**src/llc_defines.svh**
```systemverilog
// llc slice local storage
// geometry and field widths shared by packages and RTL
`ifndef LLC_DEFINES_SVH
`define LLC_DEFINES_SVH

// cache geometry
`define LLC_WAYS 4
`define LLC_WAY_BITS 2

// 64 sets
`define LLC_SET_BITS 6

// attribute fields
`define LLC_TAG_BITS 12
`define LLC_OWNER_BITS 3
`define LLC_HPROT_BITS 1

// coherence fields, dirty bit is a single flag
`define LLC_STATE_BITS 3
`define LLC_SHARERS_BITS 8

// one data line per way
`define LLC_LINE_BITS 64

`endif

```
**src/llc_mem_pkg.sv**
```systemverilog
// llc slice local storage
// field types and per-payload entry structs kept in the way arrays
`include "llc_defines.svh"

package llc_mem_pkg;

    // addressing
    typedef logic [`LLC_SET_BITS-1:0] llc_set_t;
    typedef logic [`LLC_WAY_BITS-1:0] llc_way_t;

    // stored fields
    typedef logic [`LLC_TAG_BITS-1:0] llc_tag_t;
    typedef logic [`LLC_STATE_BITS-1:0] llc_state_t;
    typedef logic [`LLC_SHARERS_BITS-1:0] sharers_t;
    typedef logic [`LLC_OWNER_BITS-1:0] owner_t;
    typedef logic [`LLC_HPROT_BITS-1:0] hprot_t;
    typedef logic [`LLC_LINE_BITS-1:0] line_t;

    // fields a reset/flush write may touch, 12 bits
    typedef struct packed {
        llc_state_t state;
        sharers_t sharers;
        logic dirty;
    } llc_coh_t;

    // fields written only by a normal write, 16 bits
    typedef struct packed {
        llc_tag_t tag;
        owner_t owner;
        hprot_t hprot;
    } llc_attr_t;

endpackage

```
**src/llc_port_pkg.sv**
```systemverilog
// llc slice local storage
// write request and per-way read record seen at the top-level boundary
`include "llc_defines.svh"

package llc_port_pkg;

    import llc_mem_pkg::*;

    // one write request per cycle
    typedef struct packed {
        llc_set_t set;
        llc_way_t way;
        logic wr_en;
        logic wr_en_evict_way;
        // one bit per way, coherence fields only
        logic [`LLC_WAYS-1:0] rst_flush;
        llc_coh_t coh_data;
        llc_attr_t attr_data;
        line_t line_data;
        llc_way_t evict_way;
    } llc_wr_req_t;

    // everything read back for one way, 92 bits
    typedef struct packed {
        llc_coh_t coh;
        llc_attr_t attr;
        line_t line_data;
    } llc_rd_way_t;

endpackage

```
**src/llc_write_decode.sv**
```systemverilog
// llc write decoder
// per-way write enables for the coherence and data arrays
`timescale 1ns/1ps
`include "llc_defines.svh"

module llc_write_decode (
    input llc_port_pkg::llc_wr_req_t wr_req,
    output logic [`LLC_WAYS-1:0] coh_we,
    output logic [`LLC_WAYS-1:0] data_we
    );

    import llc_mem_pkg::*;

    // a normal write lands in the addressed way only
    always_comb begin
        for (int w = 0; w < `LLC_WAYS; w++) begin
            data_we[w] = wr_req.wr_en && (wr_req.way == llc_way_t'(w));
        end
    end

    // flush mask opens the coherence store of every masked way
    always_comb begin
        for (int w = 0; w < `LLC_WAYS; w++) begin
            coh_we[w] = wr_req.rst_flush[w] || data_we[w];
        end
    end

    a_way_known: assert final (!wr_req.wr_en || !$isunknown(wr_req.way))
        else $error("write enable with unknown way");

endmodule

```
**config.mk**
```make
export PLATFORM = sky130hd
export DESIGN_NAME = llc_write_decode
export DESIGN_NICKNAME = d
export VERILOG_FILES = /design/src/llc_mem_pkg.sv /design/src/llc_port_pkg.sv /design/src/llc_write_decode.sv
export VERILOG_INCLUDE_DIRS = /design/src
export SDC_FILE = /design/constraint.sdc
export NUM_CORES = 1
export LEC_CHECK = 0
export ABC_AREA = 1
export BUFFER_PORTS_ARGS = -buffer_cell sky130_fd_sc_hd__buf_2
export CAP_MARGIN = 20
export CORE_AREA = 4 4 43 45
export DETAILED_ROUTE_END_ITERATION = 8
export DIE_AREA = 0 0 47 49
export PLACE_DENSITY = 0.89
export SYNTH_ARGS = -nofsm -noshare
export SYNTH_HDL_FRONTEND = slang
export SYNTH_SLANG_ARGS = --single-unit
```
**constraint.sdc**
```tcl
create_clock -name vclk -period 0.8
set_input_delay 0.2 -clock vclk [all_inputs]
set_output_delay 0.2 -clock vclk [all_outputs]
set_load 0.03 [all_outputs]
```
# Word-level counts from Yosys, hierarchy flattened
# Cells that the tools add are included.
# Widths: inputs -> output; s select.
dict set report op_classes {
  n_addsub 0
  multipliers 0
  div 0
  n_lt_le_gt_ge 0
  n_eq_ne 3
  n_shift 0
  mux 0
  bitwise_logic 0
  n_reduce_logical 9
}
# cell count
set op_table {}
lappend op_table {{$eq 2x2->1 const B} 2}
lappend op_table {{$logic_and 1x1->1} 4}
lappend op_table {{$logic_or 1x1->1} 4}
lappend op_table {{$eq 2x1->1 const B} 1}
lappend op_table {{$logic_not 2->1} 1}
dict set report totals {
  reg_bits 0
  latchBits 0
  ramBits 0
  romBits 0
  word_cells 12
  n_memories 0
}

# Logic depth before layout (Yosys ltp)
dict set report logic_depth {
  depth_word 3
  depth_mapped 3
  ltp_nobuf 3
}

# Worst setup path after synthesis
# No wires, ideal clock.
dict set report synth_timing {
  path_kind {input to output}
  from {input wr_req[100] in the netlist's numbering}
  to {output coh_we[0]}
  t_arrival_ns 0.557
  t_required_ns 0.600
  setup_slack_ns 0.043
  cell_stages 3
  n_path_buf 0
  cell_sequence {nor2_1 nand2_1 nand2_1}
}
dict set report synth_via {
  elab_chain_len 3
}
# element line
set synth_rtl {}
lappend synth_rtl {{from (decl)} llc_write_decode.sv:7} ;# input llc_port_pkg::llc_wr_req_t wr_req,
lappend synth_rtl {{$logic_not 2->1} llc_write_decode.sv:17} ;# data_we[w] = wr_req.wr_en && (wr_req.way == llc_way_t'(w));
lappend synth_rtl {{$logic_and 1x1->1} llc_write_decode.sv:17}
lappend synth_rtl {{$logic_or 1x1->1} llc_write_decode.sv:24} ;# coh_we[w] = wr_req.rst_flush[w] || data_we[w];
lappend synth_rtl {{to (decl)} llc_write_decode.sv:8} ;# output logic [`LLC_WAYS-1:0] coh_we,
# Every way passes these cells.

# Final worst setup path
dict set report layout_timing {
  from {input wr_req[101] in the netlist's numbering}
  to {output coh_we[0]}
}
# The elaborated chain is that of the path after synthesis.

==> impl_results.md <==
* Slew margin rel. at 0.938
* Crit-path slowest cell: buf_6
* Syn Area/Cell at 3.95 sq um
* Register area at 0 sq um
* Peak VDD IR at 0.172 mV
* GR Overflow Total at 0
* Vias at 141
* Yosys warnings at 0
* WL per Instance at 7.06 microns
* P_leak at 0.167 nW
* Area leader, netlist: inv_1
* Core box area at 1470 sq um
* Area growth, synth to finish at 252%
* Hpwl dp at 302 microns
* Synth Instances at 19
* Hold crit path type: in2out
* CP cell instances: buf_8 > nor2_4 > nand2_2 > nand2_2 > buf_6
* Fin crit share at 1.06
* Final hold vios at 0
* First-pass GRT wire length at 614 microns
* CP Data Arrival Time at 0.65 ns
* Hold depth at 4
* Final setup violation count at 7
* Most frequent cell after synthesis: inv_1
* Hold-fix buffers, CTS at 0
* Crit-path max cell delay at 0.12 ns
* Fmax at 1.18 GHz
* Min-delay src: wr_req[95]
* Routed met3 length at 42 microns
* N_diodes at 0
* Io pins at 116
* Crit path top cell by count: nand2_2
* Worst hold margin at 0.678 ns
* Die Area at 2300 sq um
* Initial DRC Count at 0
* Worst setup path start: wr_req[101]
* Met2 Wirelength at 151 microns
* WL final at 353 microns
* Synth top area cells: inv_1, nand2_1, nand3_1
* Postcts setup bufs at 0
* PD cells at 614 nW/um^2
* Worst Max-Slew Pin Slew at 0.0920 ns
* Routed vias/inst at 2.82
* Sequential element share of the synthesized area at 0
* DP Area at 170 sq um
* Dpl ws at -0.119 ns
* Die Span X at 47 microns
* Fin area at 264 sq um
* Area of the mapped netlist at 75.1 sq um
* Initial core utilization at 0.0510
* # clk buffers at 0
* Post-layout net count at 144
* Number of sequential cells at 0
* Fin. max-slew vios at 0
* CP Launch Type: primary input
* Initial antenna violation count at 0
* Residual DRC at 0
* DR top layer: met3
* Number of global-route vias before repair at 138
* Final worst-path setup slack at -0.0482 ns
* Largest net degree at the start of global routing at 5
* Routability congestion estimate at 0.600
* Post-synth top cells: inv_1, nand2_1, nand3_1
* RSZ-0062 raised after global routing: yes
* Port Buf Inserts at 15
* Antenna Nets Post-Route at 0
* Post-synthesis cell type count at 4
* Status: finished with violations
* Violated checks: setup timing
* CP Data Required Time at 0.60 ns
* Layout cell share with drive strength beyond 1 at 0.765
* Site Rows at 14
* Metal-1 WL at 159 microns
* Die Y at 49 microns
* Crit path time final at 0.848 ns
* Crit path capture type: primary output
* Post-synth top area share at 0.500
* Maxcap violations at 0
* DR pass1 iterations at 1
* Crit-path max FO at 4
* Crit path kind: in2out
* GRT Total Usage at 0.0330
* Total nets after synthesis at 127
==> critical path: cells and delay by family <==
family / cells / cell delay [ns]
simple gates: 3 / 0.22
buf+inv: 2 / 0.23
==> cell type report <==
cell class	instances	area, sq um
timing repair buffer	15	144
inverter	10	37.5
tap	16	20.0
multi-input combinational	9	62.6
fill	179	1210
==> logic make-up after synthesis <==
family	share of synthesized area
buffers and inverters	0.500
and+or+nand+nor	0.500
==> path summary, 6_finish.rpt <==
kind,endpoint,slack (ns)
worst max-delay path,coh_we[0],-0.05
worst min-delay path,coh_we[1],0.68
==> placed cells by master, fill, tap and decap left out <==
cell | netlist | routed
buf_2 | 0 | 4
nand3_1 | 3 | 1
inv_1 | 10 | 5
nor2_4 | 0 | 1
nand2_1 | 5 | 2
buf_8 | 0 | 2
buf_4 | 0 | 2
inv_2 | 0 | 5
buf_6 | 0 | 7
nand3_2 | 0 | 2
nand2_2 | 0 | 3
==> through the flow <==
step | util | instances | total power [W] | TNS (ns)
floorplan | - | 19 | 0.0000643 | 0
global placement | 0.116 | 50 | 0.000108 | -0.723
detailed placement | 0.116 | 50 | 0.000109 | -0.804
CTS | 0.173 | 50 | 0.000157 | -0.267
global route | 0.179 | 50 | 0.000175 | -0.450
finish | 0.179 | 50 | 0.000162 | -0.208
==> layer usage <==
| layer | GRT usage | up-vias |
|---|---|---|
| li1 | - | 80 |
| met1 | 0.0587 | 51 |
| met2 | 0.0430 | 10 |
| met3 | 0.00369 | 0 |
| met4 | 0 | 0 |
| met5 | 0 | - |
==> report_power, final <==
group / leakage (nW) / internal [W] / switching, W / total [W]
sequential: 0 / 0 / 0 / 0
clock: 0 / 0 / 0 / 0
combinational: 0.167 / 0.0000748 / 0.0000874 / 0.000162
total: 0.167 / 0.0000748 / 0.0000874 / 0.000162
==> timing repair <==
| action | in CTS | in global routing |
|---|---|---|
| pin swaps | 3 | 3 |
| setup endpoints to repair | 8 | 8 |
| resized for setup | 27 | 5 |
| cloned | 0 | 0 |
Power figures use the tool's default switching activity.
