==> src/llc_defines.svh <==
// llc slice local storage
// geometry and field widths shared by packages and RTL
`ifndef LLC_DEFINES_SVH
`define LLC_DEFINES_SVH

// cache geometry
`define LLC_WAYS 4
`define LLC_WAY_BITS 2

// 64 sets
`define LLC_SET_BITS 6

// attribute fields
`define LLC_TAG_BITS 12
`define LLC_OWNER_BITS 3
`define LLC_HPROT_BITS 1

// coherence fields, dirty bit is a single flag
`define LLC_STATE_BITS 3
`define LLC_SHARERS_BITS 8

// one data line per way
`define LLC_LINE_BITS 64

`endif

==> src/llc_mem_pkg.sv <==
// llc slice local storage
// field types and per-payload entry structs kept in the way arrays
`include "llc_defines.svh"

package llc_mem_pkg;

    // addressing
    typedef logic [`LLC_SET_BITS-1:0] llc_set_t;
    typedef logic [`LLC_WAY_BITS-1:0] llc_way_t;

    // stored fields
    typedef logic [`LLC_TAG_BITS-1:0] llc_tag_t;
    typedef logic [`LLC_STATE_BITS-1:0] llc_state_t;
    typedef logic [`LLC_SHARERS_BITS-1:0] sharers_t;
    typedef logic [`LLC_OWNER_BITS-1:0] owner_t;
    typedef logic [`LLC_HPROT_BITS-1:0] hprot_t;
    typedef logic [`LLC_LINE_BITS-1:0] line_t;

    // fields a reset/flush write may touch, 12 bits
    typedef struct packed {
        llc_state_t state;
        sharers_t sharers;
        logic dirty;
    } llc_coh_t;

    // fields written only by a normal write, 16 bits
    typedef struct packed {
        llc_tag_t tag;
        owner_t owner;
        hprot_t hprot;
    } llc_attr_t;

endpackage

==> src/llc_port_pkg.sv <==
// llc slice local storage
// write request and per-way read record seen at the top-level boundary
`include "llc_defines.svh"

package llc_port_pkg;

    import llc_mem_pkg::*;

    // one write request per cycle
    typedef struct packed {
        llc_set_t set;
        llc_way_t way;
        logic wr_en;
        logic wr_en_evict_way;
        // one bit per way, coherence fields only
        logic [`LLC_WAYS-1:0] rst_flush;
        llc_coh_t coh_data;
        llc_attr_t attr_data;
        line_t line_data;
        llc_way_t evict_way;
    } llc_wr_req_t;

    // everything read back for one way, 92 bits
    typedef struct packed {
        llc_coh_t coh;
        llc_attr_t attr;
        line_t line_data;
    } llc_rd_way_t;

endpackage

==> src/llc_set_view.sv <==
// llc set view
// eviction pointer store and per-way read records built from the three arrays
`timescale 1ns/1ps
`include "llc_defines.svh"

module llc_set_view (
    input logic clk,
    input logic arst_n,
    input llc_mem_pkg::llc_set_t set,
    input logic rd_en,
    input logic wr_en_evict_way,
    input llc_mem_pkg::llc_way_t wr_evict_way,
    input llc_mem_pkg::llc_coh_t [`LLC_WAYS-1:0] coh_rd,
    input llc_mem_pkg::llc_attr_t [`LLC_WAYS-1:0] attr_rd,
    input llc_mem_pkg::line_t [`LLC_WAYS-1:0] line_rd,
    output llc_port_pkg::llc_rd_way_t [`LLC_WAYS-1:0] rd_ways,
    output llc_mem_pkg::llc_way_t rd_evict_way
    );

    import llc_mem_pkg::*;
    import llc_port_pkg::*;

    localparam int NUM_SETS = 1 << `LLC_SET_BITS;

    // one pointer per set
    llc_way_t evict_mem [NUM_SETS];
    llc_way_t evict_q;

    always_ff @(posedge clk) begin
        if (wr_en_evict_way) begin
            evict_mem[set] <= wr_evict_way;
        end
    end

    // same strobe and latency as the way arrays
    always_ff @(posedge clk or negedge arst_n) begin
        if (!arst_n) begin
            evict_q <= '0;
        end else if (rd_en) begin
            evict_q <= evict_mem[set];
        end
    end

    assign rd_evict_way = evict_q;

    // regroup the registered array reads
    always_comb begin
        for (int w = 0; w < `LLC_WAYS; w++) begin
            rd_ways[w] = llc_rd_way_t'{coh_rd[w], attr_rd[w], line_rd[w]};
        end
    end

    a_evict_way_range: assert property (
        @(posedge clk) disable iff (!arst_n)
        wr_en_evict_way |-> !$isunknown(wr_evict_way) &&
            (int'(wr_evict_way) < `LLC_WAYS)
    ) else $error("eviction way out of range");

endmodule

==> config.mk <==
export PLATFORM = sky130hd
export DESIGN_NAME = llc_set_view
export DESIGN_NICKNAME = d
export VERILOG_FILES = /design/src/llc_mem_pkg.sv /design/src/llc_port_pkg.sv /design/src/llc_set_view.sv
export VERILOG_INCLUDE_DIRS = /design/src
export SDC_FILE = /design/constraint.sdc
export NUM_CORES = 1
export LEC_CHECK = 0
export BUFFER_PORTS_ARGS = -buffer_cell sky130_fd_sc_hd__buf_2
export CAP_MARGIN = 20
export CORE_AREA = 2 2 289 291
export CTS_BUF_LIST = sky130_fd_sc_hd__clkbuf_8
export DETAILED_ROUTE_END_ITERATION = 12
export DIE_AREA = 0 0 291 293
export GPL_TIMING_DRIVEN = 0
export HOLD_SLACK_MARGIN = 0.15
export PLACE_DENSITY = 0.3
export SETUP_SLACK_MARGIN = 0.15
export SYNTH_ARGS = -nofsm -noshare
export SYNTH_HDL_FRONTEND = slang
export SYNTH_SLANG_ARGS = --single-unit
==> constraint.sdc <==
create_clock -name clk -period 1.8 [get_ports clk]
set_clock_uncertainty 0.1 [all_clocks]
set_input_delay 0.36 -clock clk [delete_from_list [all_inputs] [get_ports clk]]
set_output_delay 0.36 -clock clk [all_outputs]
set_load 0.02 [all_outputs]
### Yosys cells after proc, flatten, opt, wreduce, memory -nomap -nowiden

Memories as Yosys holds them, arrays and structs flattened. A register that Yosys moved wholly into a read port is not among the register bits.
Cells that the tools add are included.
Widths: inputs -> output; s select.

* register bits: 0
* bits in latches: 0
* bits in writable memories: 128
* bits in read-only memories: 0
* input bits: 380
* output and inout bits: 370
* word-level logic and storage cells: 4
* memories kept: 1

Memory list
* evict_mem: words 64, width 2, rd ports 1, clocked after memory_dff 1, wr ports 1, line llc_set_view.sv:26 `llc_way_t evict_mem [NUM_SETS];`

* add/subtract/negate cells: 0
* multiply operators: 0
* divide/modulo/power cells: 0
* $lt $le $gt $ge: 0
* equal/unequal tests: 0
* shift operators: 0
* multiplexer cells: 2
* bitwise gates (word level): 0
* reduce and logical (&&, ||, !) cells: 1

Operator list (number)
* $mux 1: 2
* $logic_not 1->1: 1

### Logic depth before layout (Yosys ltp)

Gate-level depths: netlist (run 1).

* depth after elaboration: 2
* mapped depth: 9
* depth with buffers taken out: 6

### Worst setup path after synthesis (run 1)

OpenSTA, ideal clock, no wires.

* kind: input to register
* start: input set[0]
* end: register evict_q[0], in the netlist rd_evict_way[0] (read register of evict_mem)
* library setup time: 0.126 ns
* data arrival time: 1.738 ns
* setup slack: -0.164 ns
* stages: 7
* path buffers: 1
* cell sequence: buf_2 -> mux2i_1 -> o22ai_1 -> a221oi_2 -> nor2_1 -> a2111o_1 -> o32a_1

RTL lines
* from (decl): line llc_set_view.sv:9 `input llc_mem_pkg::llc_set_t set,`
* to (decl): line llc_set_view.sv:27 `llc_way_t evict_q;`

==> run_results.csv, run 1 <==
group,metric,value,unit
detailed_routing,wl,88500,um
clocking,cts_buffers,17,
floorplanning,rows,105,
sta,max-slew-margin-rel,43.1,%
logic_synthesis,ys.flop_type,"edfxtp_1",
sta,setup_viol,2,
outcome,violations,"setup timing",
finish,final_cells,2255,
sta,hold_viol_final,0,
finish,layout-drive-gt1-share,77.2,%
outcome,status,"finished with violations",
sta,hold_ws,0.193,ns
sta,min_period,1.96,ns
logic_synthesis,yosys.area.top_type,"edfxtp_1",
grt,grt_pass1_wl,104000,um
logic_synthesis,syn_nets,1112,
power_and_ir_drop,p_leak,5.37,nW
clocking,clock_path_buffers,2,
floorplanning,dieHeight,293,um
worst_setup_path,worstSetupPathType,"reg2reg",
sta,final.setup.worst_slack,-0.158,ns
worst_setup_path,cp.required,2.02,ns
logic_synthesis,synth_area,8260,sq um
clocking,insertion_delay,0.44,ns
power_and_ir_drop,power,8.36,mW
detailed_routing,drt-wirelength-per-cell,39.3,um
finish,postLayoutCoreUtil,15.4,%
placement,routabilityCongestion,0.999,
detailed_routing,ant_nets,0,
detailed_routing,drt_iter0_markers,412,
grt,grt_max_degree,35,
logic_synthesis,yosysUniqueCellTypes,45,
logic_synthesis,yosysMostFrequentCell,"buf_4",
logic_synthesis,synth_edf_count,128,
worst_setup_path,end_kind,"flip-flop",
grt,track_usage,20.0,%
finish,area_growth_syn_to_layout,52.4,%
sta,rsz0062_at_grt,"yes",
worst_setup_path,cp.arrival,2.18,ns
detailed_routing,first_pass_iters,4,
floorplanning,fp.dieArea,85300,sq um
sta,slew_violations,0,
flow_run,cap_violations,0,
logic_synthesis,async_flop_share,1.54,%
min_path,hp-class,"in2reg",
worst_setup_path,startpoint_type,"flip-flop",
clocking,clk_pin_slew,0.07,ns
finish,regArea,3890,sq um
clocking,cts_tree,"yes",
clocking,root_buffer,"clkbuf_8",
logic_synthesis,synth_top_area_share,46.6,%
floorplanning,start_util,10.1,%
logic_synthesis,yosys_warnings,0,
placement,pre_cts_ws,-1.19,ns
worst_setup_path,regToRegSetupSlack,-0.16,ns
finish,multi_input_area,1860,sq um
detailed_routing,via_per_inst,3.13,
finish,num-nets-final,1531,
logic_synthesis,ys_top_cells_by_area,"edfxtp_1 (47%), buf_4 (34%), nor2_1 (3.4%)",
detailed_routing,route.detailed.drc,0,
clocking,htree_levels,4,
placement,dp_hpwl,80600,um
clocking,cts_num_sinks,130,
power_and_ir_drop,powerDensity,664,nW/um^2
sta,fin_crit_sh,109,%
placement,place_area,11700,sq um
worst_setup_path,crit_fanout,1,
logic_synthesis,avgSynthCellArea,11.3,sq um
floorplanning,io_pins,750,
logic_synthesis,postSynthCellCount,732,
sta,tightest_slew,0.851,ns
logic_synthesis,ys_ff_latch,130,
placement,port_buffers,378,
floorplanning,core,81800,sq um
grt,antenna_found_initial,38,
logic_synthesis,ys_seq_area_share,47.2,%
finish,fillers,9391,
grt,grt_pass1_vias,7398,
logic_synthesis,ys_top_cells_by_count,"buf_4 (370), edfxtp_1 (128), nor2_1 (74)",
detailed_routing,via_count,7058,
sta,max_freq,511,MHz
finish,postLayoutCellArea,12600,sq um
placement,dp_cells,2182,
sta,setup_tns,-0.181,ns
floorplanning,die_width,291,um
power_and_ir_drop,peakVddDrop,421,uV
grt,grt-ovfl-total,0,
==> cell type report <==
type / count / area share [%]
sequential: 130 / 30.9
buffer: 388 / 23.8
timing repair buffer: 400 / 16.8
multi-input combinational: 212 / 14.8
tap: 1070 / 10.6
clock buffer: 17 / 1.86
clock inverter: 11 / 0.606
antenna: 25 / 0.497
inverter: 2 / 0.0596
==> registers in the layout, summed over array words and instances, names as in the netlist <==
name	flops
rd_evict_way	2
evict_mem	128
==> cell families (layout without fill, tap and decap cells) <==
group / Yosys count / count (layout) / synth area share [%]
other: 0 / 25 / 0
AND/OR/NAND/NOR: 116 / 116 / 6.30
buffers and inverters: 390 / 818 / 35.0
multiplexers: 44 / 44 / 7.00
flip-flops: 130 / 130 / 47.2
AO/OA/AOI/OAI: 52 / 52 / 4.55
==> critical path, cell delays in order (launching register included) <==
cell	delay, ns
edfxtp_1	0.38
mux2_2	0.29
a221oi_2	0.27
a21o_1	0.13
a21oi_2	0.07
a2111o_1	0.32
o32a_1	0.31
==> worst paths after layout <==
kind                                 startpoint         endpoint  cells after the start
max in group asynchronous                arst_n  rd_evict_way[1]                      3
worst max-delay path            evict_mem[9][0]  rd_evict_way[0]                      6
worst min register to register  rd_evict_way[0]  rd_evict_way[0]                      1
min in group asynchronous                arst_n  rd_evict_way[0]                      3
worst max register to register  evict_mem[9][0]  rd_evict_way[0]                      6
worst min-delay path                      rd_en  rd_evict_way[0]                      2
==> routing by layer <==
layer	GRT usage (%)	wire length, um	part of all wire [%]
met1	25.0	37700	43
met2	27.9	35800	40
met3	15.1	14400	16
met4	1.88	588	0.66
met5	0	97	0.11
==> report_power, final <==
| part | leakage, nW | internal, mW | total (mW) | switching [mW] |
|---|---|---|---|---|
| Sequential | 1.17 | 3.35 | 3.36 | 0.0104 |
| Clock | 0.155 | 1.02 | 2.15 | 1.13 |
| Combinational | 4.04 | 1.01 | 2.85 | 1.84 |
==> cell usage in the layout, fill, tap and decap left out, types with 4 or more instances in the layout <==
| cell | Yosys | routed |
|---|---|---|
| edfxtp_1 | 128 | 128 |
| o21ai_0 | 8 | 7 |
| buf_12 | 0 | 7 |
| nor2_2 | 0 | 26 |
| mux4_2 | 7 | 8 |
| buf_2 | 11 | 379 |
| nand2_1 | 11 | 8 |
| mux2i_1 | 24 | 22 |
| a221oi_1 | 5 | 4 |
| a21oi_1 | 11 | 10 |
| nand3_1 | 9 | 4 |
| diode_2 | 0 | 25 |
| mux2_2 | 10 | 10 |
| buf_6 | 3 | 7 |
| nor2b_4 | 0 | 4 |
| nor2_4 | 0 | 17 |
| nand3_4 | 0 | 4 |
| buf_4 | 370 | 387 |
| a22oi_1 | 6 | 6 |
| clkbuf_8 | 0 | 17 |
| clkinv_1 | 0 | 6 |
| nor2_1 | 74 | 31 |
| o22ai_1 | 4 | 4 |
==> timing repair <==
item | 4_1_cts | 5_1_grt
pin swaps | 5 | 5
endpoints found under the setup margin | 130 | 77
setup buffers | 14 | 4
hold buffers | 2 | 0
gates resized for setup | 32 | 41
hold endpoints to repair | 2 | 0
Power figures use the tool's default switching activity.
==> run 2: changes to the inputs <==
- CAP_MARGIN: 20 -> not set
- CTS_BUF_LIST: sky130_fd_sc_hd__clkbuf_8 -> not set
==> run 2 against run 1 <==
The flow still finishes with violations (setup timing). Sequential power hardly changed. Count of clock-buffer cells in the layout stayed put. Cell count is 0.31% lower. Sequential share of layout area is 0.88 points lower. Largest cell class unchanged. Highest routed layer unchanged.
==> run_results.csv, run 2 (synthesis gave the netlist of run 1 again) <==
group,metric,value,unit
grt,grt-ovfl-total,0,
power_and_ir_drop,power_frac_comb,28.5,%
min_path,hp-class,"in2reg",
grt,grt_pass1_wl,104000,um
sta,max_freq,508,MHz
clocking,root_buffer,"clkbuf_16",
worst_setup_path,cp.required,2.00,ns
placement,dp_cells,2180,
floorplanning,die_width,291,um
finish,largest_register_ffs,128,
floorplanning,core,81800,sq um
clocking,cts_tree,"yes",
sta,hold_viol_final,0,
outcome,status,"finished with violations",
placement,dp_hpwl,80200,um
power_and_ir_drop,powerDensity,774,nW/um^2
power_and_ir_drop,switching_share,32.1,%
clocking,cts_buffers,17,
placement,place_area,11700,sq um
finish,postLayoutCellArea,13000,sq um
grt,track_usage,20.1,%
power_and_ir_drop,p_int,6.81,mW
clocking,clk_pin_slew,0.06,ns
worst_setup_path,crit_fanout,1,
placement,port_buffers,378,
sta,rsz0062_at_grt,"yes",
clocking,insertion_delay,0.42,ns
sta,final.setup.worst_slack,-0.169,ns
flow_run,cap_violations,0,
finish,layout_commonest_cell,"buf_4",
sta,setup_viol,2,
worst_setup_path,worstSetupPathType,"reg2reg",
finish,final_cells,2248,
sta,max-slew-margin-rel,13.9,%
grt,grt_pass1_vias,7246,
power_and_ir_drop,power,10.0,mW
floorplanning,rows,105,
clocking,clock_path_buffers,2,
grt,grt_busiest_layer,"met2",
placement,routabilityCongestion,0.999,
grt,grtUsageMet2,27.8,%
worst_setup_path,cp.arrival,2.16,ns
power_and_ir_drop,power_frac_seq,33.6,%
finish,regMostFlops,"evict_mem",
grt,met3_usage,14.4,%
detailed_routing,drt_iter0_markers,368,
grt,grt_max_degree,65,
finish,area_growth_syn_to_layout,56.9,%
power_and_ir_drop,p_switching,3.22,mW
detailed_routing,route.detailed.drc,0,
clocking,htree_levels,4,
sta,min_period,1.97,ns
finish,num-nets-final,1529,
clocking,cts_num_sinks,130,
finish,final_cell_mix,"buf_4 (384), buf_2 (378), edfxtp_1 (128), nor2_2 (29), nor2_4 (27)",
outcome,violations,"setup timing",
sta,slew_violations,0,
finish,layout-drive-gt1-share,78.7,%
worst_setup_path,startpoint_type,"flip-flop",
grt,antenna_found_initial,37,
sta,fin_crit_sh,109,%
detailed_routing,drt-wirelength-per-cell,39.4,um
power_and_ir_drop,pwr-share-clk,37.9,%
detailed_routing,via_count,7007,
floorplanning,dieHeight,293,um
power_and_ir_drop,peakVddDrop,652,uV
floorplanning,fp.dieArea,85300,sq um
detailed_routing,first_pass_iters,5,
finish,fillers,9325,
grt,met1_usage,25.8,%
power_and_ir_drop,p_leak,5.51,nW
floorplanning,io_pins,750,
floorplanning,start_util,10.1,%
sta,tightest_slew,1.29,ns
detailed_routing,wl,88600,um
detailed_routing,ant_nets,0,
detailed_routing,via_per_inst,3.12,
worst_setup_path,end_kind,"flip-flop",
-- run 2: power groups by stage --
| stage | Combinational (mW) | Sequential, mW | Clock (mW) |
|---|---|---|---|
| 3_3_place_gp | 2.81 | 3.43 | 0 |
| 6_report | 2.86 | 3.37 | 3.80 |
| 3_5_place_dp | 2.78 | 3.43 | 0 |
| 5_1_grt | 2.98 | 3.37 | 4.04 |
| 4_1_cts | 2.86 | 3.37 | 3.88 |
| 2_1_floorplan | 1.46 | 3.43 | 0 |
-- run 2: layout make-up --
class	count	area [sq um]	area share, %
Buffer	386	2970	22.9
Multi-Input combinational cell	212	1930	14.9
Clock buffer	17	425	3.28
Inverter	2	7.51	0.0580
Sequential cell	130	3890	30.1
Antenna cell	16	40.0	0.309
Clock inverter	15	213	1.64
Tap cell	1070	1340	10.3
Timing Repair Buffer	400	2130	16.5
-- run 2: repair_timing --
action	4_1_cts	5_1_grt
setup buffers	12	8
pin swaps	8	13
setup endpoints to repair	130	110
endpoints found under the hold margin	2	0
gates resized for setup	49	45
hold buffers	2	0
-- run 2: final timing paths --
path                             startpoint              end  slack [ns]  cells past startpoint
hold reg to reg             rd_evict_way[0]  rd_evict_way[0]        0.52                      1
max in group asynchronous            arst_n  rd_evict_way[1]        0.81                      3
setup reg to reg           evict_mem[23][0]  rd_evict_way[0]       -0.17                      5
setup / recovery           evict_mem[23][0]  rd_evict_way[0]       -0.17                      5
hold / removal                        rd_en  rd_evict_way[0]        0.24                      2
min in group asynchronous            arst_n  rd_evict_way[0]        0.67                      3
-- run 2: critical path, cell delays in order, from the launching register on --
cell and delay, ns:
edfxtp_1 0.37, mux4_2 0.51, nand3_2 0.09, nand3_2 0.07
a2111o_1 0.39, o32a_1 0.32
-- run 2: stage by stage --
step | hold slack (ns) | utilization [%] | TNS, ns | worst slack (ns)
3_3_place_gp | 0.0456 | 14.3 | -84.95 | -1.23
2_1_floorplan | -0.0356 | - | -0.117 | -0.117
4_1_cts | 0.210 | 15.5 | -0.341 | -0.187
5_1_grt | 0.243 | 15.8 | -0.392 | -0.226
6_report | 0.242 | 15.8 | -0.292 | -0.169
3_5_place_dp | 0.0467 | 14.3 | -79.54 | -1.17
-- run 2: layer usage --
layer | wire [um] | part of all wire (%)
met5 | 64 | 0.072
met4 | 369 | 0.42
met3 | 13800 | 16
met2 | 35900 | 40
met1 | 38500 | 43
